==> src/design/cam_usb_pkg.sv <==
`default_nettype none

package cam_usb_pkg;

  // ==========================================================================
  // widths
  // ==========================================================================
  localparam int CAM_BYTE_W = 8;   // camera / usb byte
  localparam int PIX_W      = 16;  // rgb565 word

  // one camera sample, ov5640 parallel port
  typedef struct packed {
    logic                  vsync;  // frame sync
    logic                  href;   // line valid
    logic [CAM_BYTE_W-1:0] data;   // pixel byte
  } cam_bus_t;

  // usb device controller flags
  typedef struct packed {
    logic online;   // enumerated
    logic usb_rst;  // bus reset seen
    logic suspend;  // bus suspended
  } usb_status_t;

  // usb device controller transmit handshake
  typedef struct packed {
    logic txact;  // in transfer active
    logic txpop;  // byte taken this edge
  } usb_tx_t;

  typedef struct packed {
    logic [CAM_BYTE_W-1:0] hi;  // first camera byte
    logic [CAM_BYTE_W-1:0] lo;  // second camera byte
  } pix_raw_t;

  typedef struct packed {
    logic [4:0] r;
    logic [5:0] g;
    logic [4:0] b;
  } pix_rgb_t;

  // same 16 bits, seen as a byte pair or as colour fields
  typedef union packed {
    pix_raw_t raw;
    pix_rgb_t rgb;
  } pixel_word_u;

  typedef logic [16:0] byte_cnt_t;  // fifo fill in bytes

endpackage

`default_nettype wire

==> src/design/status_indicator.sv <==
`default_nettype none

module status_indicator
  import cam_usb_pkg::*;
#(
  parameter int HALF_PERIOD = 30_000_000  // clocks per heartbeat half
) (
  input  logic        ulpi_clk,
  input  logic        I_rst_n,
  input  usb_status_t usb_status_i,  // controller flags
  output logic [3:0]  led_o          // active low flags and heartbeat
);

  logic [31:0] tick_q;  // heartbeat divider
  logic        beat_q;  // heartbeat level

  always_ff @(posedge ulpi_clk or negedge I_rst_n) begin
    if (!I_rst_n) begin
      tick_q <= '0;
      beat_q <= 1'b0;
    end else if (tick_q >= 32'(HALF_PERIOD - 1)) begin
      tick_q <= '0;
      beat_q <= ~beat_q;  // toggle each half period
    end else begin
      tick_q <= tick_q + 32'd1;
    end
  end

  assign led_o[0] = ~usb_status_i.online;   // lit when connected
  assign led_o[1] = ~usb_status_i.usb_rst;  // lit during bus reset
  assign led_o[2] = ~usb_status_i.suspend;
  assign led_o[3] = beat_q;

endmodule

`default_nettype wire

==> config.mk <==
export PLATFORM = sky130hd
export DESIGN_NAME = status_indicator
export DESIGN_NICKNAME = d
export VERILOG_FILES = /design/src/design/cam_usb_pkg.sv /design/src/design/status_indicator.sv
export SDC_FILE = /design/constraint.sdc
export NUM_CORES = 1
export LEC_CHECK = 0
export ABC_AREA = 1
export BUFFER_PORTS_ARGS = -buffer_cell sky130_fd_sc_hd__buf_2
export CORE_AREA = 2 2 62 52
export DETAILED_ROUTE_END_ITERATION = 8
export DIE_AREA = 0 0 64 54
export PLACE_DENSITY = 0.84
export SYNTH_ARGS = -nofsm -noshare
export SYNTH_HDL_FRONTEND = slang
export SYNTH_SLANG_ARGS = --single-unit
==> constraint.sdc <==
create_clock -name ulpi_clk -period 3.5 [get_ports ulpi_clk]
set_input_delay 0.7 -clock ulpi_clk [delete_from_list [all_inputs] [get_ports ulpi_clk]]
set_output_delay 0.7 -clock ulpi_clk [all_outputs]
set_load 0.01 [all_outputs]
; ---- Word level (Yosys, flattened, before mapping)
; Index checks and enable logic that the tools add are counted.
[word_totals]
register_bits = 33
elab_cells = 9
in_bits = 5
out_inout_bits = 4
[classes]
muxes = 1
n_lt_le_gt_ge = 1
add_sub_neg = 1
bitwise_logic = 4
[ops]
columns = op, count
row1 = $add 32x1->32 const B, 1
row2 = $ge 32x25->1 const B, 1
row3 = $mux 32, 1
row4 = $not 1->1, 4

; ---- Longest topological paths before layout
[logic_depth]
depth_word = 2
depth_mapped = 9

; ---- Worst setup path before layout
; No wires, ideal clock.
[synth_timing]
kind = input port to output port
from = in usb_status_i[2] (netlist name)
to = out led_o[0]
setup_slack_ns = 2.029
stages = 1
arrival_ns = 0.771
required_ns = 2.800
path_buffers = 0
path_cell_list = inv_1
[synth_via]
elab_chain_len = 1
[synth_rtl]
columns = item, line
row1 = start: declaration, status_indicator.sv:10  ; input usb_status_t usb_status_i,
row2 = $not 1->1, status_indicator.sv:29  ; assign led_o[0] = ~usb_status_i.online;
row3 = end: declaration, status_indicator.sv:11  ; output logic [3:0] led_o
; No other way between the ends.

; ---- Worst setup path in the final report
[layout_timing]
from = reg tick_q[0]
to = reg beat_q
[layout_via]
elab_chain_len = 1
[layout_rtl]
columns = item, line
row1 = start: declaration, status_indicator.sv:14  ; logic [31:0] tick_q;
row2 = start signal: assignment, status_indicator.sv:25  ; tick_q <= tick_q + 32'd1;
row3 = $ge 32x25->1, status_indicator.sv:21  ; end else if (tick_q >= 32'(HALF_PERIOD - 1)) begin
row4 = end signal: assignment, status_indicator.sv:23  ; beat_q <= ~beat_q;
row5 = end: declaration, status_indicator.sv:15  ; logic beat_q;
; No other way between the ends.
; A chain may end at the register's enable or synchronous reset.

==> flow_metrics.tcl <==
set metrics [dict create \
    cts_hold_buf 0 \
    die_h_um 54 \
    tritoncts "done" \
    grt_max_degree 34 \
    cp_slowest_cell "dfrtp_1" \
    min_period_ns 1.73 \
    synth_area_sq_um 1710 \
    post_cts_buffers 0 \
    hold_viol 0 \
    worstPathCellList "ha_1 > nand2_2 > inv_1 > nand3_1 > nand2_2 > nand2_1 > nand3_2 > nand2_1 > nand2_1" \
    path_clk_slew_ns 0.10 \
    cts.repair.resized 0 \
    slew_headroom_pct 54.0 \
    synth_warnings 0 \
    core.rowCount 18 \
    firstDrtPassIters 4 \
    setup_tns_ns 0 \
    leakagePower_nw 0.751 \
    final_core_util_pct 64.7 \
    postSynthAreaPerCell_sq_um 8.17 \
    remaining_drc_errors 0 \
    cp_common_cell "nand2_1" \
    status "finished, final reports clean" \
    drt_iter0_drc 41 \
    ant_nets 0 \
    diodes 0 \
    start_util_pct 58.8 \
    cts-root-buf "clkbuf_4" \
    cp-end-kind "flip-flop" \
    nets 233 \
    critPathMaxStageDelay_ns 0.42 \
    clock_latency_ns 0.34 \
    htree_levels 2 \
    setup_viol 0 \
    wl_per_cell_um 11.2 \
    crit_family "simple AND/OR/NAND/NOR gates" \
    synth_cells 209 \
    wirelength_um 3010 \
    seq_area_frac_synth_pct 48.4 \
    ys_types 27 \
    routabilityCongestion 0.851 \
    clock-sinks 33 \
    crit_required_ns 3.73 \
    worst-path-buf-inv 1 \
    dieArea_sq_um 3460 \
    grt_antenna_before_repair 0 \
    worst_pin_slew_ns 0.690 \
    final_cell_mix "nor2_1, nand2_1, dfrtp_1" \
    synthToLayoutAreaGrowth_pct 10.0 \
    first_global_vias 1149 \
    die_w_um 64 \
    grt_setup_unrepaired "false" \
    crit_fanout 21 \
    path_class "reg -> reg" \
    yosys_register_bits 33 \
    p_per_area_nw_per_um2 375 \
    viasPerCell 4.94 \
    grt_usage_pct 20.5 \
    hpwl_um 2170 \
    cts_buffers 5 \
    start_kind "flip-flop" \
    core_sq_um 2910 \
    dr_total_vias 1324 \
    finalMaxSlewViolations 0 \
    cap_violations 0 \
    ioPinCount 9 \
    crit_arrival_ns 1.97 \
    io_buffers 8 \
    grt_pass1_wl_um 5110 \
    hp-class "in -> async" \
    fin_crit_sh_pct 49.6 \
    grt-ovfl-total 0 \
    final_common_cell "nor2_1" \
    cts_buffer_depth 2 \
    ir_drop_mv 0.304 \
    fmaxAchievable_mhz 576 \
    drive_gt1_share_pct 13.6 \
    skew_ns 0.0109 \
]
-- sequential cells by signal, indices dropped and copies added, names as in the netlist --
register  count
beat_q        1
tick_q       32
-- power breakdown --
group / internal (mW) / switching, mW / total, mW
clock network: 0.170 / 0.124 / 0.294
logic: 0.00650 / 0.0149 / 0.0214
registers: 0.387 / 0.00269 / 0.390
total: 0.564 / 0.141 / 0.706
-- stage by stage --
step / hold WS [ns] / worst slack [ns] / instance area, sq um / power (mW) / instances
6_report: 0.395 / 1.77 / 1880 / 0.706 / 268
2_1_floorplan: 0.404 / 2.03 / 1730 / 0.409 / 215
5_1_grt: 0.459 / 1.53 / 1880 / 0.734 / 268
4_1_cts: 0.406 / 1.74 / 1880 / 0.714 / 268
3_5_place_dp: 0.476 / 1.77 / 1790 / 0.420 / 260
3_3_place_gp: 0.466 / 1.84 / 1790 / 0.419 / 260
-- cells in the mapped netlist (all sizes together) --
cell,instances,share of area (%)
nor2,64,16
nand2,47,11
dfrtp,33,48
inv,17,3.7
xor2,11,5.6
nand3,10,3.5
nand4,4,1.5
nor3,4,1.5
xnor2,4,2.1
a21oi,3,1.1
buf,3,1.5
nor3b,2,0.88
o21ai,2,0.59
a21o,1,0.44
conb,1,0.22
ha,1,0.73
nand3b,1,0.44
o21bai,1,0.66
-- logic make-up after synthesis --
kind of cell | count (synthesis) | share of synthesized area, %
flip-flops | 33 | 48.4
other | 1 | 0.220
buffers and inverters | 20 | 5.27
AO/OA/AOI/OAI | 7 | 2.78
AND/OR/NAND/NOR | 132 | 34.9
XOR/XNOR | 15 | 7.69
adder cells (fa/ha/maj) | 1 | 0.732
-- layout make-up --
| cell class | instances | area [sq um] |
|---|---|---|
| multi-input cells | 162 | 815 |
| inverters | 17 | 63.8 |
| repair buffers | 8 | 40.0 |
| flip-flops and latches | 33 | 826 |
| clock buffers | 7 | 55.1 |
| clock inverters | 1 | 30.0 |
| fillers | 244 | 1030 |
| well taps | 40 | 50.0 |
-- routing by layer --
layer,part of all wire (%),vias up,track usage [%],wire [um]
met5,0,-,0,0
li1,-,673,-,-
met3,6.3,10,6.69,191
met1,48,604,26.7,1460
met2,43,37,30.4,1280
met4,2.5,0,11.6,74
-- worst reg2reg max path: cells and delay by family (launching register included) --
| kind | cells | cell delay [ns] |
|---|---|---|
| fa+ha+maj | 1 | 0.23 |
| buf+inv | 1 | 0.08 |
| flops | 1 | 0.42 |
| simple gates | 7 | 0.91 |
-- final timing paths --
path	from	slack, ns	endpoint	depth (start not counted)
max	tick_q[0]$_DFF_PN0_	1.77	beat_q$_DFFE_PN0P_	9
min	I_rst_n	0.40	tick_q[4]$_DFF_PN0_	1
max reg2reg	tick_q[0]$_DFF_PN0_	1.77	beat_q$_DFFE_PN0P_	9
min reg2reg	tick_q[0]$_DFF_PN0_	0.49	tick_q[0]$_DFF_PN0_	1
max in group asynchronous	I_rst_n	2.66	tick_q[3]$_DFF_PN0_	1
min in group ulpi_clk	tick_q[0]$_DFF_PN0_	0.49	tick_q[0]$_DFF_PN0_	1
No activity file was read; power rests on OpenSTA's default activity.
