### src/design/cam_usb_pkg.sv
`default_nettype none

package cam_usb_pkg;

  // ==========================================================================
  // widths
  // ==========================================================================
  localparam int CAM_BYTE_W = 8;   // camera / usb byte
  localparam int PIX_W      = 16;  // rgb565 word

  // one camera sample, ov5640 parallel port
  typedef struct packed {
    logic                  vsync;  // frame sync
    logic                  href;   // line valid
    logic [CAM_BYTE_W-1:0] data;   // pixel byte
  } cam_bus_t;

  // usb device controller flags
  typedef struct packed {
    logic online;   // enumerated
    logic usb_rst;  // bus reset seen
    logic suspend;  // bus suspended
  } usb_status_t;

  // usb device controller transmit handshake
  typedef struct packed {
    logic txact;  // in transfer active
    logic txpop;  // byte taken this edge
  } usb_tx_t;

  typedef struct packed {
    logic [CAM_BYTE_W-1:0] hi;  // first camera byte
    logic [CAM_BYTE_W-1:0] lo;  // second camera byte
  } pix_raw_t;

  typedef struct packed {
    logic [4:0] r;
    logic [5:0] g;
    logic [4:0] b;
  } pix_rgb_t;

  // same 16 bits, seen as a byte pair or as colour fields
  typedef union packed {
    pix_raw_t raw;
    pix_rgb_t rgb;
  } pixel_word_u;

  typedef logic [16:0] byte_cnt_t;  // fifo fill in bytes

endpackage

`default_nettype wire

### src/design/usb_stream_ctrl.sv
`default_nettype none

module usb_stream_ctrl
  import cam_usb_pkg::*;
#(
  parameter int PKT_BYTES = 512  // bulk packet size
) (
  input  logic        ulpi_clk,
  input  logic        I_rst_n,
  input  byte_cnt_t   fill_i,        // fifo fill in bytes
  input  usb_tx_t     usb_tx_i,      // controller pop handshake
  input  usb_status_t usb_status_i,  // controller flags
  output logic        pop_o,         // pop to fifo
  output logic        flush_o,       // flush fifo and capture
  output logic        cork_o         // hold off the controller
);

  localparam int        CW      = $clog2(PKT_BYTES + 1);
  localparam byte_cnt_t PKT_LVL = byte_cnt_t'(PKT_BYTES);  // release level

  logic          pkt_open_q;  // packet in flight
  logic [CW-1:0] pkt_cnt_q;   // bytes popped in packet
  logic          flush_q;     // registered bus reset
  logic          pkt_last;    // final pop of packet

  assign flush_o  = flush_q;
  assign cork_o   = ~pkt_open_q;                               // corked unless open
  assign pop_o    = usb_tx_i.txpop & pkt_open_q & ~flush_q;    // corked pops ignored
  assign pkt_last = pop_o & (pkt_cnt_q == CW'(PKT_BYTES - 1));

  // ==========================================================================
  // packet gating FSM
  // ==========================================================================
  always_ff @(posedge ulpi_clk or negedge I_rst_n) begin
    if (!I_rst_n) begin
      flush_q    <= 1'b0;
      pkt_open_q <= 1'b0;
      pkt_cnt_q  <= '0;
    end else begin
      flush_q <= usb_status_i.usb_rst;  // one flush per reset cycle
      if (flush_q) begin
        pkt_open_q <= 1'b0;  // abandon open packet
        pkt_cnt_q  <= '0;
      end else if (!pkt_open_q) begin
        pkt_cnt_q <= '0;
        if (fill_i >= PKT_LVL) begin
          pkt_open_q <= 1'b1;  // full packet buffered
        end
      end else if (pkt_last) begin
        pkt_cnt_q  <= '0;
        pkt_open_q <= (fill_i > PKT_LVL);  // fill excludes this pop, stay open if next is ready
      end else if (pop_o) begin
        pkt_cnt_q <= pkt_cnt_q + 1'b1;
      end
    end
  end

  a_cnt_bound: assert property (@(posedge ulpi_clk) disable iff (!I_rst_n)
    pkt_cnt_q <= CW'(PKT_BYTES));

endmodule

`default_nettype wire

### config.mk
export PLATFORM = sky130hd
export DESIGN_NAME = usb_stream_ctrl
export DESIGN_NICKNAME = d
export VERILOG_FILES = /design/src/design/cam_usb_pkg.sv /design/src/design/usb_stream_ctrl.sv
export SDC_FILE = /design/constraint.sdc
export NUM_CORES = 1
export LEC_CHECK = 0
export ABC_AREA = 1
export BUFFER_PORTS_ARGS = -buffer_cell sky130_fd_sc_hd__buf_2
export CAP_MARGIN = 20
export CORE_MARGIN = 1
export CORE_UTILIZATION = 47
export DETAILED_ROUTE_END_ITERATION = 10
export GPL_ROUTABILITY_DRIVEN = 0
export GPL_TIMING_DRIVEN = 0
export PLACE_DENSITY = 0.76
export REMOVE_ABC_BUFFERS = 1
export SLEW_MARGIN = 20
export SYNTH_ARGS = -nofsm -noshare
export SYNTH_HDL_FRONTEND = slang
export SYNTH_SLANG_ARGS = --single-unit
### constraint.sdc
create_clock -name ulpi_clk -period 1.7 [get_ports ulpi_clk]
set_input_delay 0.085 -clock ulpi_clk [delete_from_list [all_inputs] [get_ports ulpi_clk]]
set_output_delay 0.085 -clock ulpi_clk [all_outputs]
set_load 0.005 [all_outputs]
; After elaboration in Yosys (flattened, before gate mapping)
; Index checks and enable logic that the tools add are counted.
[classes]
eq_ne = 2
n_bitwise = 5
n_mux = 8
add_sub_neg = 1
magnitude_cmp = 2
[ops]
columns = cell, count
row1 = $mux 10, 4
row2 = $ge 17x10->1 const B, 1
row3 = $gt 17x10->1 const B, 1
row4 = $add 10x1->10 const B, 1
row5 = $eq 10x9->1 const B, 1
row6 = $mux 1, 4
row7 = $ne 4x2->1 const B, 1
row8 = $and 1x1->1, 3
row9 = $not 1->1, 2
[word_totals]
input_bits = 24
ff_bits = 12
word_cells = 21
output_inout_bits = 3

; Logic depth before layout (Yosys ltp)
; Gate-level depths: netlist of run 1.
[logic_depth]
ltp_word = 6
depth_mapped = 8
mapped_depth_nobuf = 8

; Least setup slack after synthesis of run 1
; OpenSTA, ideal clock, no wires.
[synth_timing]
kind = reg-to-reg
from = register pkt_cnt_q[0]
to = register pkt_cnt_q[1]
setup_time_ns = 0.116
path_stages_with_launch = 8
path_buffers = 0
required_time_ns = 1.584
setup_slack_ns = 0.497
period_less_slack_ns = 1.203
arrival_ns = 1.087
cell_sequence = dfrtp_1 > ha_1 > nand2_1 > nor2_1 > nand2_1 > o21a_1 > nand2_1 > nand2_1
[synth_between]
elab_chain_len = 5
elab_cells_between_ends = 8
classes_between = 1 x add/sub / 2 x eq/ne / 4 x mux / 1 x bitwise
[synth_lines]
columns = item, line
row1 = "start, declared", usb_stream_ctrl.sv:22  ; logic [CW-1:0] pkt_cnt_q;
row2 = "start signal, assigned", usb_stream_ctrl.sv:53  ; pkt_cnt_q <= pkt_cnt_q + 1'b1;
row3 = $add 10x1->10 or $eq 10x9->1 (tied branches), "usb_stream_ctrl.sv:53, usb_stream_ctrl.sv:29"
row4 = $mux 10 or $and 1x1->1 (tied branches), "usb_stream_ctrl.sv:52, usb_stream_ctrl.sv:29"
row5 = $mux 10, usb_stream_ctrl.sv:49  ; end else if (pkt_last) begin
row6 = $mux 10, usb_stream_ctrl.sv:44  ; end else if (!pkt_open_q) begin
row7 = $mux 10, usb_stream_ctrl.sv:41  ; if (flush_q) begin
; Several ways; a longest one is shown, not always the timed one. The select of a mux whose other input is x is not followed.
; A chain may end at the register's enable or synchronous reset.

; Worst setup path in the final report of run 1
[layout_timing]
from = register pkt_cnt_q[0]
to = register pkt_open_q
[layout_between]
elab_chain_len = 5
[layout_lines]
columns = item, line
row1 = $eq 10x9->1, usb_stream_ctrl.sv:29  ; assign pkt_last = pop_o & (pkt_cnt_q == CW'(PKT_BYTES - 1));
row2 = $and 1x1->1, usb_stream_ctrl.sv:29
row3 = $mux 1, usb_stream_ctrl.sv:49
row4 = $mux 1, usb_stream_ctrl.sv:44
row5 = $mux 1, usb_stream_ctrl.sv:41
row6 = "end signal, assigned", usb_stream_ctrl.sv:51  ; pkt_open_q <= (fill_i > PKT_LVL);
row7 = "end, declared", usb_stream_ctrl.sv:21  ; logic pkt_open_q;
; Every way passes these cells.

==> results of run 1 <==
## final cells by class
type                       instances  area (um^2)  share of cell area
clock buffer                       3         22.5              0.0247
inverter                          16         60.1              0.0658
multi-input combinational         77          375               0.411
timing repair buffer              25          135               0.148
tap                               16         20.0              0.0219
sequential                        12          300               0.329
## power by group through the flow
stage	Combinational [mW]	Sequential [mW]	Clock [mW]
final	0.0942	0.307	0.163
after global routing	0.108	0.308	0.185
after CTS	0.0953	0.307	0.171
after detailed placement	0.0916	0.312	0
after global placement	0.0873	0.311	0
after floorplan	0.0493	0.309	0
## Yosys cell counts
library cell	instances
a21oi_1	2
dfrtp_1	12
nor2_4	1
inv_1	14
xor2_1	2
o21bai_1	3
buf_6	1
nor2_1	14
or2_2	2
o21ai_0	1
nand4_1	4
inv_2	2
nor2_2	3
nor3_1	1
nand2_2	3
o21a_1	1
nand3_1	8
nand2_1	31
ha_1	1
## layer usage
| metal | vias to the layer above | share of wire |
|---|---|---|
| li1 | 385 | - |
| met1 | 329 | 0.43 |
| met2 | 19 | 0.51 |
| met3 | 2 | 0.056 |
| met4 | 0 | 0.0051 |
| met5 | - | 0 |
## sequential cells by signal, summed over array words and instances (netlist names)
| register | flops |
|---|---|
| flush_o | 1 |
| pkt_open_q | 1 |
| pkt_cnt_q | 10 |
## stage by stage
stage | std cells | setup slack [ns] | instance area [um^2] | util | power [mW]
floorplan | 105 | 0.497 | 736 | - | 0.359
CTS | 149 | 0.297 | 913 | 0.613 | 0.573
finish | 149 | 0.307 | 913 | 0.613 | 0.563
global placement | 144 | 0.352 | 871 | 0.585 | 0.398
detailed placement | 144 | 0.310 | 871 | 0.585 | 0.404
global route | 149 | 0.188 | 913 | 0.613 | 0.601
## worst paths after layout
check,start,end
hold / removal,fill_i[16],pkt_open_q
hold reg to reg,pkt_cnt_q[6],pkt_cnt_q[6]
setup / recovery,pkt_cnt_q[0],pkt_open_q
setup reg to reg,pkt_cnt_q[0],pkt_open_q
min in group asynchronous,I_rst_n,pkt_open_q
max in group asynchronous,I_rst_n,pkt_cnt_q[8]
## cells in the final DEF, fill, tap and decap left out
| cell | count |
|---|---|
| dlygate4sd3_1 | 2 |
| a21oi_1 | 2 |
| xor2_1 | 2 |
| nor3_1 | 1 |
| o21bai_1 | 3 |
| dfrtp_1 | 12 |
| o21a_1 | 1 |
| nand3_1 | 8 |
| nand4_1 | 4 |
| buf_2 | 23 |
| nand2_1 | 31 |
| inv_1 | 14 |
| nor2_4 | 1 |
| nor2_1 | 14 |
| nor2_2 | 3 |
| nand2_2 | 3 |
| ha_1 | 1 |
| o21ai_0 | 1 |
| or2_2 | 2 |
| inv_2 | 2 |
| clkbuf_4 | 3 |
## critical path, cell delays in order (launching register included)
cell	delay, ns
dfrtp_1	0.41
ha_1	0.24
nand2_1	0.07
nor2_1	0.13
nand2_1	0.10
nand2_2	0.09
nand2_2	0.10
inv_2	0.10
nand2_1	0.05
## repair_timing
action	CTS	global route
hold buffers	2	0
buffers inserted	0	0
endpoints found under the hold margin	13	0
## logic make-up (layout without fill, tap and decap cells)
group | count (synthesis) | count (layout) | synth area share
AOI/OAI and AO/OA | 7 | 7 | 0.0603
xor gates and xnor gates | 2 | 2 | 0.0235
adders and majority gates | 1 | 1 | 0.0167
buffers and inverters | 17 | 44 | 0.0955
DFF | 12 | 12 | 0.402
and+or+nand+nor | 67 | 67 | 0.402
==> results.md, run 1 <==
* DRC at 0
* Reg2Reg Setup Slack at 0.31 ns
* Largest net degree at the start of global routing at 13
* P_int at 0.419 mW
* Leakage at 0.499 nW
* Via density at 4.93
* Hold Fails Final Rpt at 0
* Setup_tns at 0 ns
* Top cell type by total area after synthesis: dfrtp_1
* Switch share at 0.256
* Ys Warns at 0
* # rows at 14
* Most used routing layer: met2
* WL/cell at 10.4 um
* PwrDens at 617 mW/mm^2
* CP Max Fanout at 5
* Worst VDD drop at 0.394 mV
* Max-cap violations at 0
* Fraction of layout cells with a size suffix above 1 at 0.278
* Comb pwr share at 0.167
* Remaining antenna violation count at 0
* Top post-synthesis cells by area: dfrtp_1 40%, nand2_1 16%, inv_1 7.0%, nor2_1 7.0%, nand3_1 5.4%
* RSZ-0062 raised after global routing: no
* Slew Viols, Final at 0
* Die width at 41.9 um
* Clk Latency, worst-skew pair at 0.26 ns
* M1 GR Usage at 0.232
* CP Launch Type: flop
* CP endpoint kind: flop
* Starting Density at 0.502
* Htree depth at 1
* Clk slew on worst S/H paths at 0.06 ns
* Synth top area share at 0.402
* Via count at 735
* Part of the power in registers at 0.544
* Final setup fails at 0
* Initial antenna violation count at 0
* ANT cells at 0
* Post-Route WL at 1550 um
* Hpwl dp at 1270 um
* First-pass GRT wire length at 2690 um
* Iteration-0 DRC count of the detailed router at 7
* Chip height at 41.9 um
* Post-CTS sizing at 0
* Sequential area share after synthesis at 0.402
* Net switching power at 0.144 mW
* Tmin final at 1.39 ns
* Yosys reg bits at 12
* CTS tree: yes
* Fillers at 136
* GR Overflow Total at 0
* Relative slew margins at 0.822
* Hold path depth at 7
* CP required at 1.86 ns
* Met2 usage in global routing at 0.356
* Part of the cycle the worst path needs at 0.819
* Vias in the first global route at 655
* Hold_ws at 0.184 ns
* PortBufs at 23
* First-pass DRT Iterations at 4
* TritonCTS Sinks at 12
* Area of the core at 0.00149 mm^2
* Worst-Margin Slew at 0.267 ns
* Synth cell types at 19
* GR Util met3 at 0.0826
* WS Path Type: reg -> reg
* CTS max path bufs at 2
* F_max at 718 MHz
* R2R cell count at 8
* Clock share of power at 0.289
* CTS Buf Count at 3
* Final Skew at 0.00164 ns
* Syn Inst Count at 106
* Root buf cell: clkbuf_4
* CP arrival at 1.55 ns
* Synth-to-layout area growth at 22.3%
* Cell Area, Synth at 747 um^2
* Outcome: finished clean
* I/O Pins at 27
* Die Area at 0.00175 mm^2
* Global Route Usage Sum at 0.206
* Nets@finish at 160
* Min-Delay Path Class: in -> reg
* Syn Area/Cell at 7.05 um^2
Note: power is estimated with default switching activity, not from simulation.
==> run 2: changes to the inputs <==
ABC_AREA = 0   (was 1)
CORE_UTILIZATION = 41   (was 47)
PLACE_DENSITY = 0.72   (was 0.76)
clock period = 1.2 ns   (was 1.7 ns; I/O delays follow)
==> results.md, run 2 <==
* CTS Buf Count at 3 (unchanged)
* CTS max path bufs at 2 (unchanged)
* TritonCTS Sinks at 12 (unchanged)
* Syn Area/Cell at 9.92 um^2 (+41%)
* Largest Register: pkt_cnt_q
* RSZ-0062 raised after global routing: yes
* PortBufs at 23 (unchanged)
* Die width at 42.6 um (+1.6%)
* Hold Fails Final Rpt at 0 (unchanged)
* Outcome: finished, violations left
* Clk slew on worst S/H paths at 0.08 ns (+0.02 ns)
* Largest net degree at the start of global routing at 13 (unchanged)
* Area of the core at 0.00152 mm^2 (+2.4%)
* Slew Viols, Final at 0 (unchanged)
* Synth top cells by count: 12 x dfrtp_1, 9 x nor2_1, 4 x nand2_1, 4 x nand4_1, 4 x xor2_1
* Synth-to-layout area growth at 44.5%
* CP Launch Type: flop
* First-pass GRT wire length at 3030 um (+13%)
* DRC at 0 (unchanged)
* CTS tree: yes
* Part of the cycle the worst path needs at 1.24 (+0.424)
* Ys Warns at 0 (unchanged)
* Nets@finish at 130 (-19%)
* Synth top area share at 0.445 (+0.0433)
* Commonest non-fill, non-tap cell in the layout: buf_2
* ANT cells at 0 (unchanged)
* CP Max Fanout at 4 (-1)
* F_max at 670 MHz (-6.7%)
* Worst-Margin Slew at 0.274 ns (+0.00725 ns)
* Place WS at -0.514 ns (-0.824 ns)
* Largest register FFs at 10 (unchanged)
* Count leader, synth: dfrtp_1
* Met2 routed WL at 979 um (+24%)
* WL/cell at 14.9 um (+43%)
* Top FF cell, synth: dfrtp_1
* PwrDens at 898 mW/mm^2 (+46%)
* Starting Density at 0.443 (-0.0592)
* GR Overflow Total at 0 (unchanged)
* CP required at 1.36 ns (-0.50 ns)
* Clk Latency, worst-skew pair at 0.27 ns (about the same)
* Hpwl dp at 1150 um (-10%)
* Die Area at 0.00181 mm^2 (+3.3%)
* Global Route Usage Sum at 0.227 (+0.0213)
* Sequential area share after synthesis at 0.445 (+0.0433)
* Via count at 646 (-12%)
* Final setup fails at 11 (+11)
* Tmin final at 1.49 ns (+0.0995 ns)
* Syn Inst Count at 68 (-36%)
* Commonest cells after routing, fill and taps aside: 23 x buf_2, 10 x dfrtp_1, 5 x nor2_1, 5 x buf_4
* CP endpoint kind: flop
* Final WS setup at -0.292 ns (-0.600 ns)
* Worst VDD drop at 0.591 mV (+50%)
* Post-Route WL at 1790 um (+15%)
* Post-synth EDFFs at 0 (unchanged)
* First-pass DRT Iterations at 4 (unchanged)
* Relative slew margins at 0.814 (-0.00741)
* Htree depth at 1 (unchanged)
* Hold_ws at 0.0568 ns (-0.127 ns)
* Failing checks: setup timing
* Remaining antenna violation count at 0 (unchanged)
* Fraction of layout cells with a size suffix above 1 at 0.481 (+0.203)
* Top post-synthesis cells by area: dfrtp_1 45%, xor2_1 5.2%, nor2_1 5.0%, nand4_1 3.7%, nand4_4 3.2%
* Chip height at 42.6 um (+1.6%)
* Uppermost routed layer: met4
* Placed cells at 106 (-26%)
* # rows at 14 (unchanged)
* Iteration-0 DRC count of the detailed router at 18 (+11)
* Synth cell types at 29 (+10)
* Final Skew at 0.000512 ns (-0.00113 ns)
* Vias in the first global route at 689 (+5.2%)
* I/O Pins at 27 (unchanged)
* Root buf cell: clkbuf_4
* Final std cells w/o fill at 120 (-19%)
* Min-Delay Path Class: in -> reg
* Max-cap violations at 0 (unchanged)
* Via density at 5.38 (+9.1%)
* Met3 wire length at 64 um (-26%)
* M1 wire length at 723 um (+8.2%)
* Top cell type by total area after synthesis: dfrtp_1
* Initial antenna violation count at 0 (unchanged)
* WS Path Type: reg -> reg
* Leakage at 0.432 nW (-13%)
* Share of flip-flops with an asynchronous set or reset at 1.00 (unchanged)
* Yosys reg bits at 12 (unchanged)
* CP arrival at 1.66 ns (+0.11 ns)
* Cell Area, Synth at 674 um^2 (-9.7%)
-- run 2: cell count changes in the layout (fill, tap and decap cells not counted), moves of 3 or more --
cell      before  now
nand2_2        3    0
buf_4          0    5
inv_1         14    1
o21bai_1       3    0
buf_6          0    3
nand2b_1       0    3
nor2_1        14    5
nand3_1        8    3
nand2_1       31    4
-- run 2: kinds of logic (layout without fill, tap and decap cells) --
group	Yosys count	in the layout	synth area share
compound gates	9	9	0.104
buf+inv	3	39	0.0278
fa+ha+maj	1	1	0.0185
flops	12	12	0.445
xor+xnor	6	6	0.0779
simple gates	37	37	0.327
-- run 2: report_power, final --
part           leakage (nW)  total (mW)  switching, mW  internal, mW
clock network        0.0210       0.326          0.142         0.184
registers             0.159       0.420        0.00846         0.412
logic                 0.252       0.128         0.0580        0.0700
-- run 2: final cells by class --
class | count | area [um^2]
clock buffer | 4 | 36.3
sequential | 12 | 303
timing repair buffer | 33 | 206
multi-input combinational | 53 | 402
inverter | 2 | 7.51
tap | 16 | 20.0
fill | 122 | 549
-- run 2: final timing paths --
kind                            depth (start not counted)    startpoint      endpoint  slack [ns]
worst min-delay path                                    2   usb_tx_i[0]  pkt_cnt_q[0]        0.06
worst max register to register                          6  pkt_cnt_q[0]  pkt_cnt_q[0]       -0.29
min in group asynchronous                               2       I_rst_n  pkt_cnt_q[4]        0.19
max in group asynchronous                               2       I_rst_n       flush_o        0.78
worst max-delay path                                    6  pkt_cnt_q[0]  pkt_cnt_q[0]       -0.29
worst min register to register                          1       flush_o    pkt_open_q        0.54
-- run 2: routing by layer --
layer / track usage / vias up
li1: - / 318
met1: 0.243 / 308
met2: 0.412 / 16
met3: 0.0733 / 4
met4: 0.0813 / 0
met5: 0 / -
-- run 2: metrics by stage --
step           cell area, um^2   util  power [mW]  setup TNS (ns)
6_report                   975  0.640       0.875           -2.61
3_3_place_gp               798  0.524       0.514           -3.97
4_1_cts                    933  0.612       0.869           -2.32
2_1_floorplan              663      -       0.460           -2.26
3_5_place_dp               798  0.524       0.516           -4.27
5_1_grt                    975  0.640       0.927           -3.43
-- run 2: what timing repair did --
item | in CTS | in global routing
buffers inserted | 7 | 1
endpoints found under the hold margin | 13 | 0
gates resized for setup | 7 | 12
pin swaps | 7 | 3
hold buffers | 2 | 0
endpoints found under the setup margin | 12 | 12
-- run 2: critical path, cell delays in order (launching register included) --
cell and delay (ns):
dfrtp_1 0.38, ha_2 0.19, and3_4 0.21, nand4_4 0.11, o31ai_4 0.27, buf_6 0.16
o22ai_2 0.05
