==> src/design/cam_usb_pkg.sv <==
`default_nettype none

package cam_usb_pkg;

  // ==========================================================================
  // widths
  // ==========================================================================
  localparam int CAM_BYTE_W = 8;   // camera / usb byte
  localparam int PIX_W      = 16;  // rgb565 word

  // one camera sample, ov5640 parallel port
  typedef struct packed {
    logic                  vsync;  // frame sync
    logic                  href;   // line valid
    logic [CAM_BYTE_W-1:0] data;   // pixel byte
  } cam_bus_t;

  // usb device controller flags
  typedef struct packed {
    logic online;   // enumerated
    logic usb_rst;  // bus reset seen
    logic suspend;  // bus suspended
  } usb_status_t;

  // usb device controller transmit handshake
  typedef struct packed {
    logic txact;  // in transfer active
    logic txpop;  // byte taken this edge
  } usb_tx_t;

  typedef struct packed {
    logic [CAM_BYTE_W-1:0] hi;  // first camera byte
    logic [CAM_BYTE_W-1:0] lo;  // second camera byte
  } pix_raw_t;

  typedef struct packed {
    logic [4:0] r;
    logic [5:0] g;
    logic [4:0] b;
  } pix_rgb_t;

  // same 16 bits, seen as a byte pair or as colour fields
  typedef union packed {
    pix_raw_t raw;
    pix_rgb_t rgb;
  } pixel_word_u;

  typedef logic [16:0] byte_cnt_t;  // fifo fill in bytes

endpackage

`default_nettype wire

==> src/design/cam_pixel_capture.sv <==
`default_nettype none

module cam_pixel_capture
  import cam_usb_pkg::*;
(
  input  logic        ulpi_clk,
  input  logic        I_rst_n,
  input  cam_bus_t    cam_i,        // camera sample
  input  logic        cam_valid_i,  // sample strobe
  input  logic        flush_i,      // usb bus reset flush
  output logic        pix_wr_o,     // one cycle write strobe
  output pixel_word_u pix_word_o    // r/b swapped word
);

  cam_bus_t              cam_q;      // registered sample
  logic                  cam_vld_q;  // registered strobe
  logic                  phase_q;    // 1 = high byte held
  logic [CAM_BYTE_W-1:0] hi_q;       // held high byte
  logic                  byte_take;  // counted byte this cycle
  pixel_word_u           pair_w;     // raw byte pair
  pixel_word_u           swap_w;     // colour swapped word

  // input sampling stage
  always_ff @(posedge ulpi_clk or negedge I_rst_n) begin
    if (!I_rst_n) begin
      cam_q     <= '0;
      cam_vld_q <= 1'b0;
    end else begin
      cam_q     <= cam_i;
      cam_vld_q <= cam_valid_i;
    end
  end

  assign byte_take = cam_vld_q & cam_q.href;  // strobe and line valid

  // first byte in the high half, swap r and b fields
  always_comb begin
    pair_w.raw.hi = hi_q;
    pair_w.raw.lo = cam_q.data;
    swap_w.rgb.r  = pair_w.rgb.b;  // blue lands in red slot
    swap_w.rgb.g  = pair_w.rgb.g;  // green stays
    swap_w.rgb.b  = pair_w.rgb.r;
  end

  // pairing phase and write strobe
  always_ff @(posedge ulpi_clk or negedge I_rst_n) begin
    if (!I_rst_n) begin
      phase_q  <= 1'b0;
      pix_wr_o <= 1'b0;
    end else if (flush_i || cam_q.vsync) begin
      phase_q  <= 1'b0;  // restart on frame or flush
      pix_wr_o <= 1'b0;  // drop a half built pair
    end else begin
      pix_wr_o <= byte_take & phase_q;  // second byte completes word
      if (byte_take) begin
        phase_q <= ~phase_q;
      end
    end
  end

  // byte holding and word output
  always_ff @(posedge ulpi_clk) begin
    if (byte_take && !phase_q) begin
      hi_q <= cam_q.data;
    end
    if (byte_take && phase_q) begin
      pix_word_o <= swap_w;
    end
  end

  // one word per byte pair, so strobes never run back to back
  a_wr_single: assert property (@(posedge ulpi_clk) disable iff (!I_rst_n)
    pix_wr_o |=> !pix_wr_o);

endmodule

`default_nettype wire

==> config.mk <==
export PLATFORM = sky130hd
export DESIGN_NAME = cam_pixel_capture
export DESIGN_NICKNAME = d
export VERILOG_FILES = /design/src/design/cam_usb_pkg.sv /design/src/design/cam_pixel_capture.sv
export SDC_FILE = /design/constraint.sdc
export NUM_CORES = 1
export LEC_CHECK = 0
export ABC_AREA = 1
export BUFFER_PORTS_ARGS = -buffer_cell sky130_fd_sc_hd__buf_2
export CAP_MARGIN = 0
export CORE_MARGIN = 2
export CORE_UTILIZATION = 40
export DETAILED_ROUTE_END_ITERATION = 8
export GPL_TIMING_DRIVEN = 0
export PLACE_DENSITY = 0.75
export SETUP_SLACK_MARGIN = 0.2
export SLEW_MARGIN = 40
export SYNTH_ARGS = -nofsm -noshare
export SYNTH_HDL_FRONTEND = slang
export SYNTH_SLANG_ARGS = --single-unit
==> constraint.sdc <==
create_clock -name ulpi_clk -period 1.5 [get_ports ulpi_clk]
set_input_delay 0 -clock ulpi_clk [delete_from_list [all_inputs] [get_ports ulpi_clk]]
set_output_delay 0 -clock ulpi_clk [all_outputs]
set_load 0.02 [all_outputs]
=== Yosys cells after proc, flatten, opt, wreduce, memory -nomap -nowiden ===
Cells that the tools add are included.

* Word-level logic and storage cells: 19
* Register bits: 37
* Output and inout bits: 17
* Input port bits: 14

* Reductions and logical operators: 5
* Bitwise gates (word level): 3
* Multiplexer cells: 3

{| class="wikitable"
|+ Operators by type and width
! operator !! number
|-
| 1-bit 2-to-1 mux || 3
|-
| 1-bit AND || 2
|-
| 1-bit logical AND || 2
|-
| 2-bit nonzero test || 1
|-
| 1-bit logical NOT || 1
|-
| 1-bit logical OR || 1
|-
| 1-bit NOT || 1
|}

=== Longest topological paths before layout ===
Gate-level depths: netlist (run 1).

* Word-level depth: 3
* Gate-level depth with buffers: 3
* Depth with buffers taken out: 3

=== Worst setup path after synthesis (run 1) ===
OpenSTA, ideal clock, no wires.

* Kind: reg2reg
* From: register phase_q
* To: register pix_word_o[0] in the netlist's numbering, enable pin
* Slack: 0.239 ns
* Data arrival time: 0.885 ns
* Clock period less this slack: 1.261 ns
* Setup time: 0.376 ns
* Cell stages (with the launch flop): 3
* Data required time: 1.124 ns
* Cells stage by stage: dfrtp_1 inv_2 nor2_2

* Word-level cells in the longest chain between the ends: 1

{| class="wikitable"
|+ Ends and longest elaborated chain
! what !! RTL line !! source
|-
| from (decl) || cam_pixel_capture.sv:17 || <nowiki>logic phase_q;</nowiki>
|-
| from (signal assigned) || cam_pixel_capture.sv:56 || <nowiki>phase_q <= ~phase_q;</nowiki>
|-
| 1-bit logical AND || cam_pixel_capture.sv:66 || <nowiki>if (byte_take && phase_q) begin</nowiki>
|-
| to (signal assigned) || cam_pixel_capture.sv:67 || <nowiki>pix_word_o <= swap_w;</nowiki>
|-
| to (decl) || cam_pixel_capture.sv:12 || <nowiki>output pixel_word_u pix_word_o</nowiki>
|}

Every way passes these cells.
A chain may end at the register's enable or synchronous reset.

=== Final worst setup path (run 1) ===
* From: register cam_q[8] in the netlist's numbering
* To: register hi_q[0], enable pin

* Word-level cells in the longest chain between the ends: 2

{| class="wikitable"
|+ Ends and longest elaborated chain
! what !! RTL line !! source
|-
| from (decl) || cam_pixel_capture.sv:15 || <nowiki>cam_bus_t cam_q;</nowiki>
|-
| from (signal assigned) || cam_pixel_capture.sv:29 || <nowiki>cam_q <= cam_i;</nowiki>
|-
| 1-bit AND || cam_pixel_capture.sv:34 || <nowiki>assign byte_take = cam_vld_q & cam_q.href;</nowiki>
|-
| 1-bit logical AND || cam_pixel_capture.sv:63 || <nowiki>if (byte_take && !phase_q) begin</nowiki>
|-
| to (signal assigned) || cam_pixel_capture.sv:64 || <nowiki>hi_q <= cam_q.data;</nowiki>
|-
| to (decl) || cam_pixel_capture.sv:18 || <nowiki>logic [CAM_BYTE_W-1:0] hi_q;</nowiki>
|}

Every way passes these cells.

==> flow_metrics.tcl, run 1 <==
set metrics [dict create \
    io_pins 31 \
    final_cell_mix "buf_2, edfxtp_1, dfrtp_1, dlygate4sd3_1, clkbuf_4" \
    r2r_start "cam_q[8]$_DFF_PN0_" \
    cts_tree "yes" \
    crit_end "hi_q[0]$_DFFE_PP_" \
    die_area_mm2 0.003168 \
    arrival_ns 1.17 \
    cp-end-kind "register" \
    rsz0062_at_grt "false" \
    critical_path_class "reg2reg" \
    overflow 0 \
    wl_per_cell_um 11.96 \
    area_delta_synth_final_pct 39.36 \
    diodes 0 \
    crit_fanout 8 \
    syn_avg_cell_area_um2 23.27 \
    drtIter0Drc 5 \
    power.total_w 0.001891 \
    slew_violations 0 \
    final-hold-violation-count 0 \
    slew-limit-headroom 0.7035 \
    synth.distinct_cells 10 \
    synthCells 47 \
    gp_congestion 0.6234 \
    fillCellCount 197 \
    clockBufferDepth 2 \
    r2r_slack_ns 0.31 \
    clk_latency_ns 0.33 \
    routed_via_density 4.380 \
    leakagePower_nw 0.6206 \
    rows 18 \
    ir_worst_vdd_mv 1.112 \
    clock_sinks 37 \
    ant_nets 0 \
    grt_pass1_vias 579 \
    syn_area_mm2 0.001094 \
    finalCriticalPeriod_ns 1.194 \
    skew_ns 0.009591 \
    max_cap_violations 0 \
    outcome "finished, final reports clean" \
    htreeDepth 2 \
    rr_worst_depth 2 \
    rr_endpoint "hi_q[0]$_DFFE_PP_" \
    track_usage 0.1136 \
    start_util 0.4297 \
    vias 565 \
    die_w_um 56.29 \
    grt_pass1_wl_um 2408 \
    setup_viol_count_final 0 \
    ys_warn_count 0 \
    tightest_slew_ns 0.4443 \
    finalCritPeriodShare 0.7961 \
    startpoint "cam_q[8]$_DFF_PN0_" \
    die_y_um 56.29 \
    io_buffers 30 \
    required_ns 1.48 \
    synth-seq-cells 37 \
    hp-class "in2async" \
    wirelength_um 1543 \
    cts_root_buffer "clkbuf_4" \
    syn-num-nets 61 \
    drc 0 \
    yosysSeqAreaShare 0.9565 \
    grt_max_degree 18 \
    cts_made_buffers 5 \
    clk_pin_slew_ns 0.10 \
    powerDensity_mw_per_mm2 1241 \
    drt_pass1_iterations 3 \
    antenna_found_initial 0 \
    place_hpwl_um 963 \
    final_common_cell "buf_2" \
    fmax_mhz 837.4 \
    start_kind "register" \
    coreArea_mm2 0.002545 \
    drive_above_1_share 0.4242 \
    nNetsFinal 112 \
    final.setup.tns_ns 0 \
]
-- logic make-up after synthesis --
family | synth area share
AO/OA/AOI/OAI | 0.004572
flip-flops | 0.9565
AND/OR/NAND/NOR | 0.03547
buffers and inverters | 0.003429
-- per-stage QoR --
step                  util  setup WS [ns]  cell area (µm²)  hold slack, ns  cells
finish              0.5988         0.3059             1524         0.06058    129
global route        0.5988         0.2420             1524         0.06823    129
CTS                 0.5910         0.2317             1504         0.05596    128
detailed placement  0.5034       0.006876             1281         -0.1007    107
global placement    0.5034        0.06372             1281         -0.1046    107
floorplan                -         0.2391             1094         -0.2956     47
-- area by class of cell --
cell class | instances | area, µm² | share of cell area
clock buffer | 7 | 55.05 | 0.03612
clock inverter | 1 | 30.03 | 0.01970
inverter | 1 | 3.754 | 0.002463
multi-input combinational | 9 | 51.30 | 0.03366
sequential | 37 | 1046 | 0.6864
tap | 30 | 37.54 | 0.02463
timing repair buffer | 44 | 300.3 | 0.1970
-- sequential cells by signal, summed over array words and instances, names as in the netlist --
register / flops
hi_q: 8
phase_q: 1
pix_wr_o: 1
cam_vld_q: 1
cam_q: 10
pix_word_o: 16
-- where the power goes --
group	internal, W	leakage [nW]	switching, W
Clock	0.000398	0.0455	0.000291
Combinational	0.0000402	0.200	0.0000315
Sequential	0.00112	0.375	0.0000119
Total	0.00156	0.621	0.000335
-- Yosys cell counts (all sizes together) --
library cell  instances  area share
and2                  1      0.0057
inv                   1      0.0034
nand3                 1      0.0046
edfxtp               24        0.66
dfrtp                13        0.30
a21oi                 1      0.0046
nand2                 2      0.0092
nor2                  4       0.016
-- metal layers --
layer / vias to the layer above / global-route usage / wire length, µm
met1: 267 / 0.09748 / 547
li1: 271 / - / -
met2: 25 / 0.1882 / 836
met3: 2 / 0.07834 / 149
met5: - / 0 / 0
met4: 0 / 0.07143 / 10
-- timing repair --
action	4_1_cts	5_1_grt
setup buffers	0	1
pin swaps	0	1
endpoints found under the hold margin	26	0
hold buffers	13	0
gates resized for setup	2	0
endpoints found under the setup margin	25	16
-- worst min path at each step --
stage | start | to | cells past startpoint
finish | I_rst_n | cam_q[2]$_DFF_PN0_ | 2
global route | I_rst_n | cam_q[5]$_DFF_PN0_ | 2
CTS | I_rst_n | cam_q[5]$_DFF_PN0_ | 2
detailed placement | I_rst_n | pix_wr_o$_DFF_PN0_ | 1
global placement | I_rst_n | cam_q[6]$_DFF_PN0_ | 1
floorplan | I_rst_n | cam_q[0]$_DFF_PN0_ | 0
-- critical path: stages, from the launching register on --
cell and delay [ns]:
dfrtp_1 0.40, nand2_2 0.09, nor2_2 0.36
Note: power is estimated with default switching activity, not from simulation.
==> run 2, diff against run 1 <==
clock period = 1.15 ns   (was 1.5 ns; I/O delays follow)
==> flow_metrics.tcl, run 2 (synthesized netlist as in run 1, its figures left out) <==
set metrics [dict create \
    outcome "finished, final reports clean" \
    rsz0062_at_grt "true" \
    top_register "pix_word_o" \
    final.setup.tns_ns 0 \
    skew_ns 0.007639 \
    overflow 0 \
    ir_worst_vdd_mv 0.9435 \
    start_kind "register" \
    drtIter0Drc 4 \
    start_util 0.4297 \
    dp_cells 107 \
    die_w_um 56.29 \
    die_y_um 56.29 \
    finalCritPeriodShare 0.9133 \
    cts_made_buffers 5 \
    drt_pass1_iterations 4 \
    powerDensity_mw_per_mm2 1429 \
    power.total_w 0.002178 \
    drc 0 \
    path_cells "inv_2, nor2_4, buf_12" \
    leakagePower_nw 0.6200 \
    io_pins 31 \
    wirelength_um 1508 \
    nNetsFinal 116 \
    clk_latency_ns 0.33 \
    path_delay_family "flip-flops" \
    clockBufferDepth 2 \
    worst_path_largest_cell_delay_ns 0.41 \
    die_area_mm2 0.003168 \
    hp-class "in2async" \
    grt_max_degree 15 \
    required_ns 1.20 \
    crit_fanout 14 \
    setup_viol_count_final 0 \
    coreArea_mm2 0.002545 \
    tightest_slew_ns 0.2798 \
    cts_root_buffer "clkbuf_4" \
    grt_pass1_wl_um 2408 \
    area_delta_synth_final_pct 39.36 \
    critPathBufInv 2 \
    vias 565 \
    top_regs "pix_word_o: 16 flops, cam_q: 10 flops, hi_q: 8 flops" \
    final-hold-violation-count 0 \
    htreeDepth 2 \
    fillCellCount 182 \
    clk_pin_slew_ns 0.09 \
    diodes 0 \
    io_buffers 30 \
    gp_congestion 0.6681 \
    drive_above_1_share 0.4369 \
    final_cell_mix "buf_2, edfxtp_1, dlygate4sd3_1" \
    clock_sinks 37 \
    track_usage 0.1124 \
    slew-limit-headroom 0.8134 \
    layout.cells.non_filler 133 \
    crit_slowest_cell "dfrtp_2" \
    ant_nets 0 \
    cts_tree "yes" \
    cp-end-kind "register" \
    wl_per_cell_um 11.34 \
    slew_violations 0 \
    antenna_found_initial 0 \
    place_hpwl_um 935.3 \
    rows 18 \
    grt_pass1_vias 530 \
    max_cap_violations 0 \
    fmax_mhz 952.1 \
    largest_reg_flops 16 \
    arrival_ns 1.10 \
    finalCriticalPeriod_ns 1.050 \
    critical_path_class "reg2reg" \
    final_common_cell "buf_2" \
    routed_via_density 4.248 \
]
[run 2: area by class of cell]
| type | count | area, µm² | share of cell area |
|---|---|---|---|
| timing repair buffer | 48 | 330.3 | 0.2167 |
| tap | 30 | 37.54 | 0.02463 |
| clock buffer | 8 | 48.80 | 0.03202 |
| sequential | 37 | 1047 | 0.6872 |
| multi-input combinational | 9 | 56.30 | 0.03695 |
| inverter | 1 | 3.754 | 0.002463 |
[run 2: through the flow]
step	hold WS [ns]	utilization	instance area, µm²	setup WS, ns
4_1_cts	0.07504	0.5954	1515	0.09768
2_1_floorplan	-0.2956	-	1101	0.06317
3_3_place_gp	-0.1053	0.5064	1289	-0.04902
6_report	0.08815	0.5988	1524	0.09971
5_1_grt	0.07958	0.5988	1524	0.07030
3_5_place_dp	-0.1043	0.5064	1289	-0.08113
[run 2: final timing paths]
check	cells past startpoint	from	end	slack [ns]
max	3	phase_q$_DFFE_PN0P_	pix_word_o[0]$_DFFE_PP_	0.1
min	2	I_rst_n	cam_q[7]$_DFF_PN0_	0.09
max reg2reg	3	phase_q$_DFFE_PN0P_	pix_word_o[0]$_DFFE_PP_	0.1
min reg2reg	0	hi_q[3]$_DFFE_PP_	pix_word_o[0]$_DFFE_PP_	0.43
max in group asynchronous	2	I_rst_n	phase_q$_DFFE_PN0P_	0.82
min in group ulpi_clk	2	cam_i[9]	cam_q[9]$_DFF_PN0_	0.30
[run 2: what timing repair did]
action | CTS | global route
hold endpoints to repair | 26 | 0
setup buffers | 4 | 1
hold buffers | 13 | 0
pin swaps | 1 | 2
endpoints found under the setup margin | 25 | 25
resized for setup | 1 | 1
[run 2: metal layers]
metal / track usage / share of wire / vias to the layer above
met5: 0 / 0 / -
met4: 0.09184 / 0.042 / 0
met3: 0.06682 / 0.080 / 6
met2: 0.1714 / 0.52 / 22
met1: 0.1076 / 0.36 / 258
li1: - / - / 279
[run 2: power breakdown]
group          leakage, nW  internal (W)  switching (W)  total (W)
sequential           0.373       0.00146      0.0000151    0.00147
clock               0.0265      0.000243       0.000359   0.000602
combinational        0.220     0.0000596      0.0000432   0.000103
==> run 3, diff against run 2 <==
ABC_AREA = not set   (was 1)
==> flow_metrics.tcl, run 3 <==
set metrics [dict create \
    synth.top_cell.area_share 0.6553 \
    cts_tree "yes" \
    drt_pass1_iterations 4 \
    postLayoutCellArea_mm2 0.001499 \
    path_cells "nand3b_1, inv_4" \
    wl_per_cell_um 13.21 \
    wirelength_um 1664 \
    worst_slack_ns 0.05520 \
    syn_area_mm2 0.001100 \
    holdWs_ns 0.05705 \
    cts_root_buffer "clkbuf_4" \
    vias 573 \
    final_cell_mix "buf_2, edfxtp_1, dfrtp_1, dlygate4sd3_1, clkbuf_4" \
    synth.area.mux_share 0 \
    cp-end-kind "register" \
    synthCells 43 \
    critPathBufInv 1 \
    r2r_slack_ns 0.06 \
    synthTopCellsByArea "edfxtp_1, dfrtp_1, a211oi_2" \
    synth_common_cells "edfxtp_1, dfrtp_1" \
    yosysMostFrequentCell "edfxtp_1" \
    drc 0 \
    ys_warn_count 0 \
    die_area_mm2 0.003185 \
    clk_latency_ns 0.33 \
    clock_sinks 37 \
    worst_path_largest_cell_delay_ns 0.41 \
    synth-seq-cells 37 \
    final_common_cell "buf_2" \
    htreeDepth 2 \
    setup_viol_count_final 0 \
    final-hold-violation-count 0 \
    clk_pin_slew_ns 0.10 \
    yosysSeqAreaShare 0.9511 \
    gp_congestion 0.5699 \
    track_usage 0.1225 \
    finalCritPeriodShare 0.9520 \
    r2r_start "phase_q$_DFFE_PN0P_" \
    hp-class "in2async" \
    syn-num-nets 57 \
    power.total_w 0.002253 \
    syn_avg_cell_area_um2 25.58 \
    dp_cells 104 \
    synth-xor-area-share 0 \
    rr_worst_depth 2 \
    skew_ns 0.004448 \
    dp_worst_setup_slack_ns 0.05664 \
    start_util 0.4094 \
    die_y_um 56.44 \
    synth.distinct_cells 8 \
    synth_top_area_cell "edfxtp_1" \
    largest_reg_flops 16 \
    synth_flop_cell "edfxtp_1" \
    nNetsFinal 108 \
    synth_edf_count 24 \
    required_ns 1.20 \
    grt_pass1_vias 630 \
    grt_max_degree 18 \
    arrival_ns 1.14 \
    ir_worst_vdd_mv 1.084 \
    top_register "pix_word_o" \
    slew-limit-headroom 0.8133 \
    drive_above_1_share 0.4421 \
    outcome "finished, final reports clean" \
    fmax_mhz 913.4 \
    io_pins 31 \
    powerDensity_mw_per_mm2 1503 \
    rsz0062_at_grt "true" \
    top_regs "pix_word_o: 16 flops, cam_q: 10 flops, hi_q: 8 flops" \
    area_delta_synth_final_pct 36.29 \
    max_cap_violations 0 \
    antenna_found_initial 0 \
    rr_endpoint "hi_q[5]$_DFFE_PP_" \
    path_delay_family "flip-flops" \
    finalCriticalPeriod_ns 1.095 \
    drtIter0Drc 2 \
    routed_via_density 4.548 \
    tightest_slew_ns 0.2801 \
    synth_compound_area_frac 0.02048 \
    synthAdderAreaFrac 0 \
    async_reset_ff_frac 0.3514 \
    layout.cells.non_filler 126 \
    diodes 0 \
    io_buffers 30 \
    start_kind "register" \
    die_w_um 56.44 \
    leakagePower_nw 0.6126 \
    critical_path_class "reg2reg" \
    synth_top_family_by_area "simple AND/OR/NAND/NOR gates" \
    synthSimpleGateAreaFrac 0.02503 \
    slew_violations 0 \
    crit_fanout 8 \
    overflow 0 \
    cts_made_buffers 5 \
    fillCellCount 214 \
    placed_area_mm2 0.001292 \
    coreArea_mm2 0.002686 \
    grt_pass1_wl_um 2677 \
    rows 19 \
    ant_nets 0 \
    clockBufferDepth 2 \
    crit_slowest_cell "dfrtp_1" \
]
## run 3: final cells by class
type / instances / area [µm²] / area share
inverter: 1 / 6.256 / 0.004174
clock buffer: 6 / 51.30 / 0.03422
timing repair buffer: 44 / 287.8 / 0.1920
multi-input combinational: 5 / 60.06 / 0.04007
sequential: 37 / 1046 / 0.6978
clock inverter: 2 / 8.758 / 0.005843
tap: 31 / 38.79 / 0.02588
## run 3: what timing repair did
item	4_1_cts	5_1_grt
endpoints found under the hold margin	26	0
setup endpoints to repair	25	26
resized for setup	1	1
buffers inserted	1	0
hold buffers	13	0
pin swaps	1	0
## run 3: worst reg2reg max path: stages, from the launching register on
cell and delay [ns]:
dfrtp_1 0.41, nand3b_1 0.24, inv_4 0.16
## run 3: per-stage QoR
step | setup TNS, ns | util
3_5_place_dp | 0 | 0.4811
3_3_place_gp | 0 | 0.4811
4_1_cts | 0 | 0.5557
2_1_floorplan | 0 | -
6_report | 0 | 0.5580
5_1_grt | -0.1520 | 0.5580
## run 3: logic make-up after synthesis
| group | count (synthesis) |
|---|---|
| and+or+nand+nor | 3 |
| DFF | 37 |
| buffers and inverters | 1 |
| AOI/OAI and AO/OA | 2 |
## run 3: layer usage
layer | part of all wire | GRT usage | vias up
met5 | 0 | 0 | -
met4 | 0.049 | 0.1020 | 0
met3 | 0.085 | 0.07373 | 10
met2 | 0.53 | 0.1977 | 28
met1 | 0.34 | 0.1048 | 271
li1 | - | - | 264
## run 3: power by group
group / switching (W) / internal [W]
registers: 0.0000172 / 0.00146
clock network: 0.000397 / 0.000288
logic: 0.0000398 / 0.0000536
total: 0.000454 / 0.00180
## run 3: worst max path at each step
stage / startpoint / to / cells after the start
2_1_floorplan: phase_q$_DFFE_PN0P_ / hi_q[0]$_DFFE_PP_ / 2
5_1_grt: phase_q$_DFFE_PN0P_ / hi_q[7]$_DFFE_PP_ / 2
4_1_cts: phase_q$_DFFE_PN0P_ / hi_q[7]$_DFFE_PP_ / 2
3_3_place_gp: phase_q$_DFFE_PN0P_ / hi_q[7]$_DFFE_PP_ / 2
3_5_place_dp: phase_q$_DFFE_PN0P_ / hi_q[6]$_DFFE_PP_ / 2
6_report: phase_q$_DFFE_PN0P_ / hi_q[5]$_DFFE_PP_ / 2
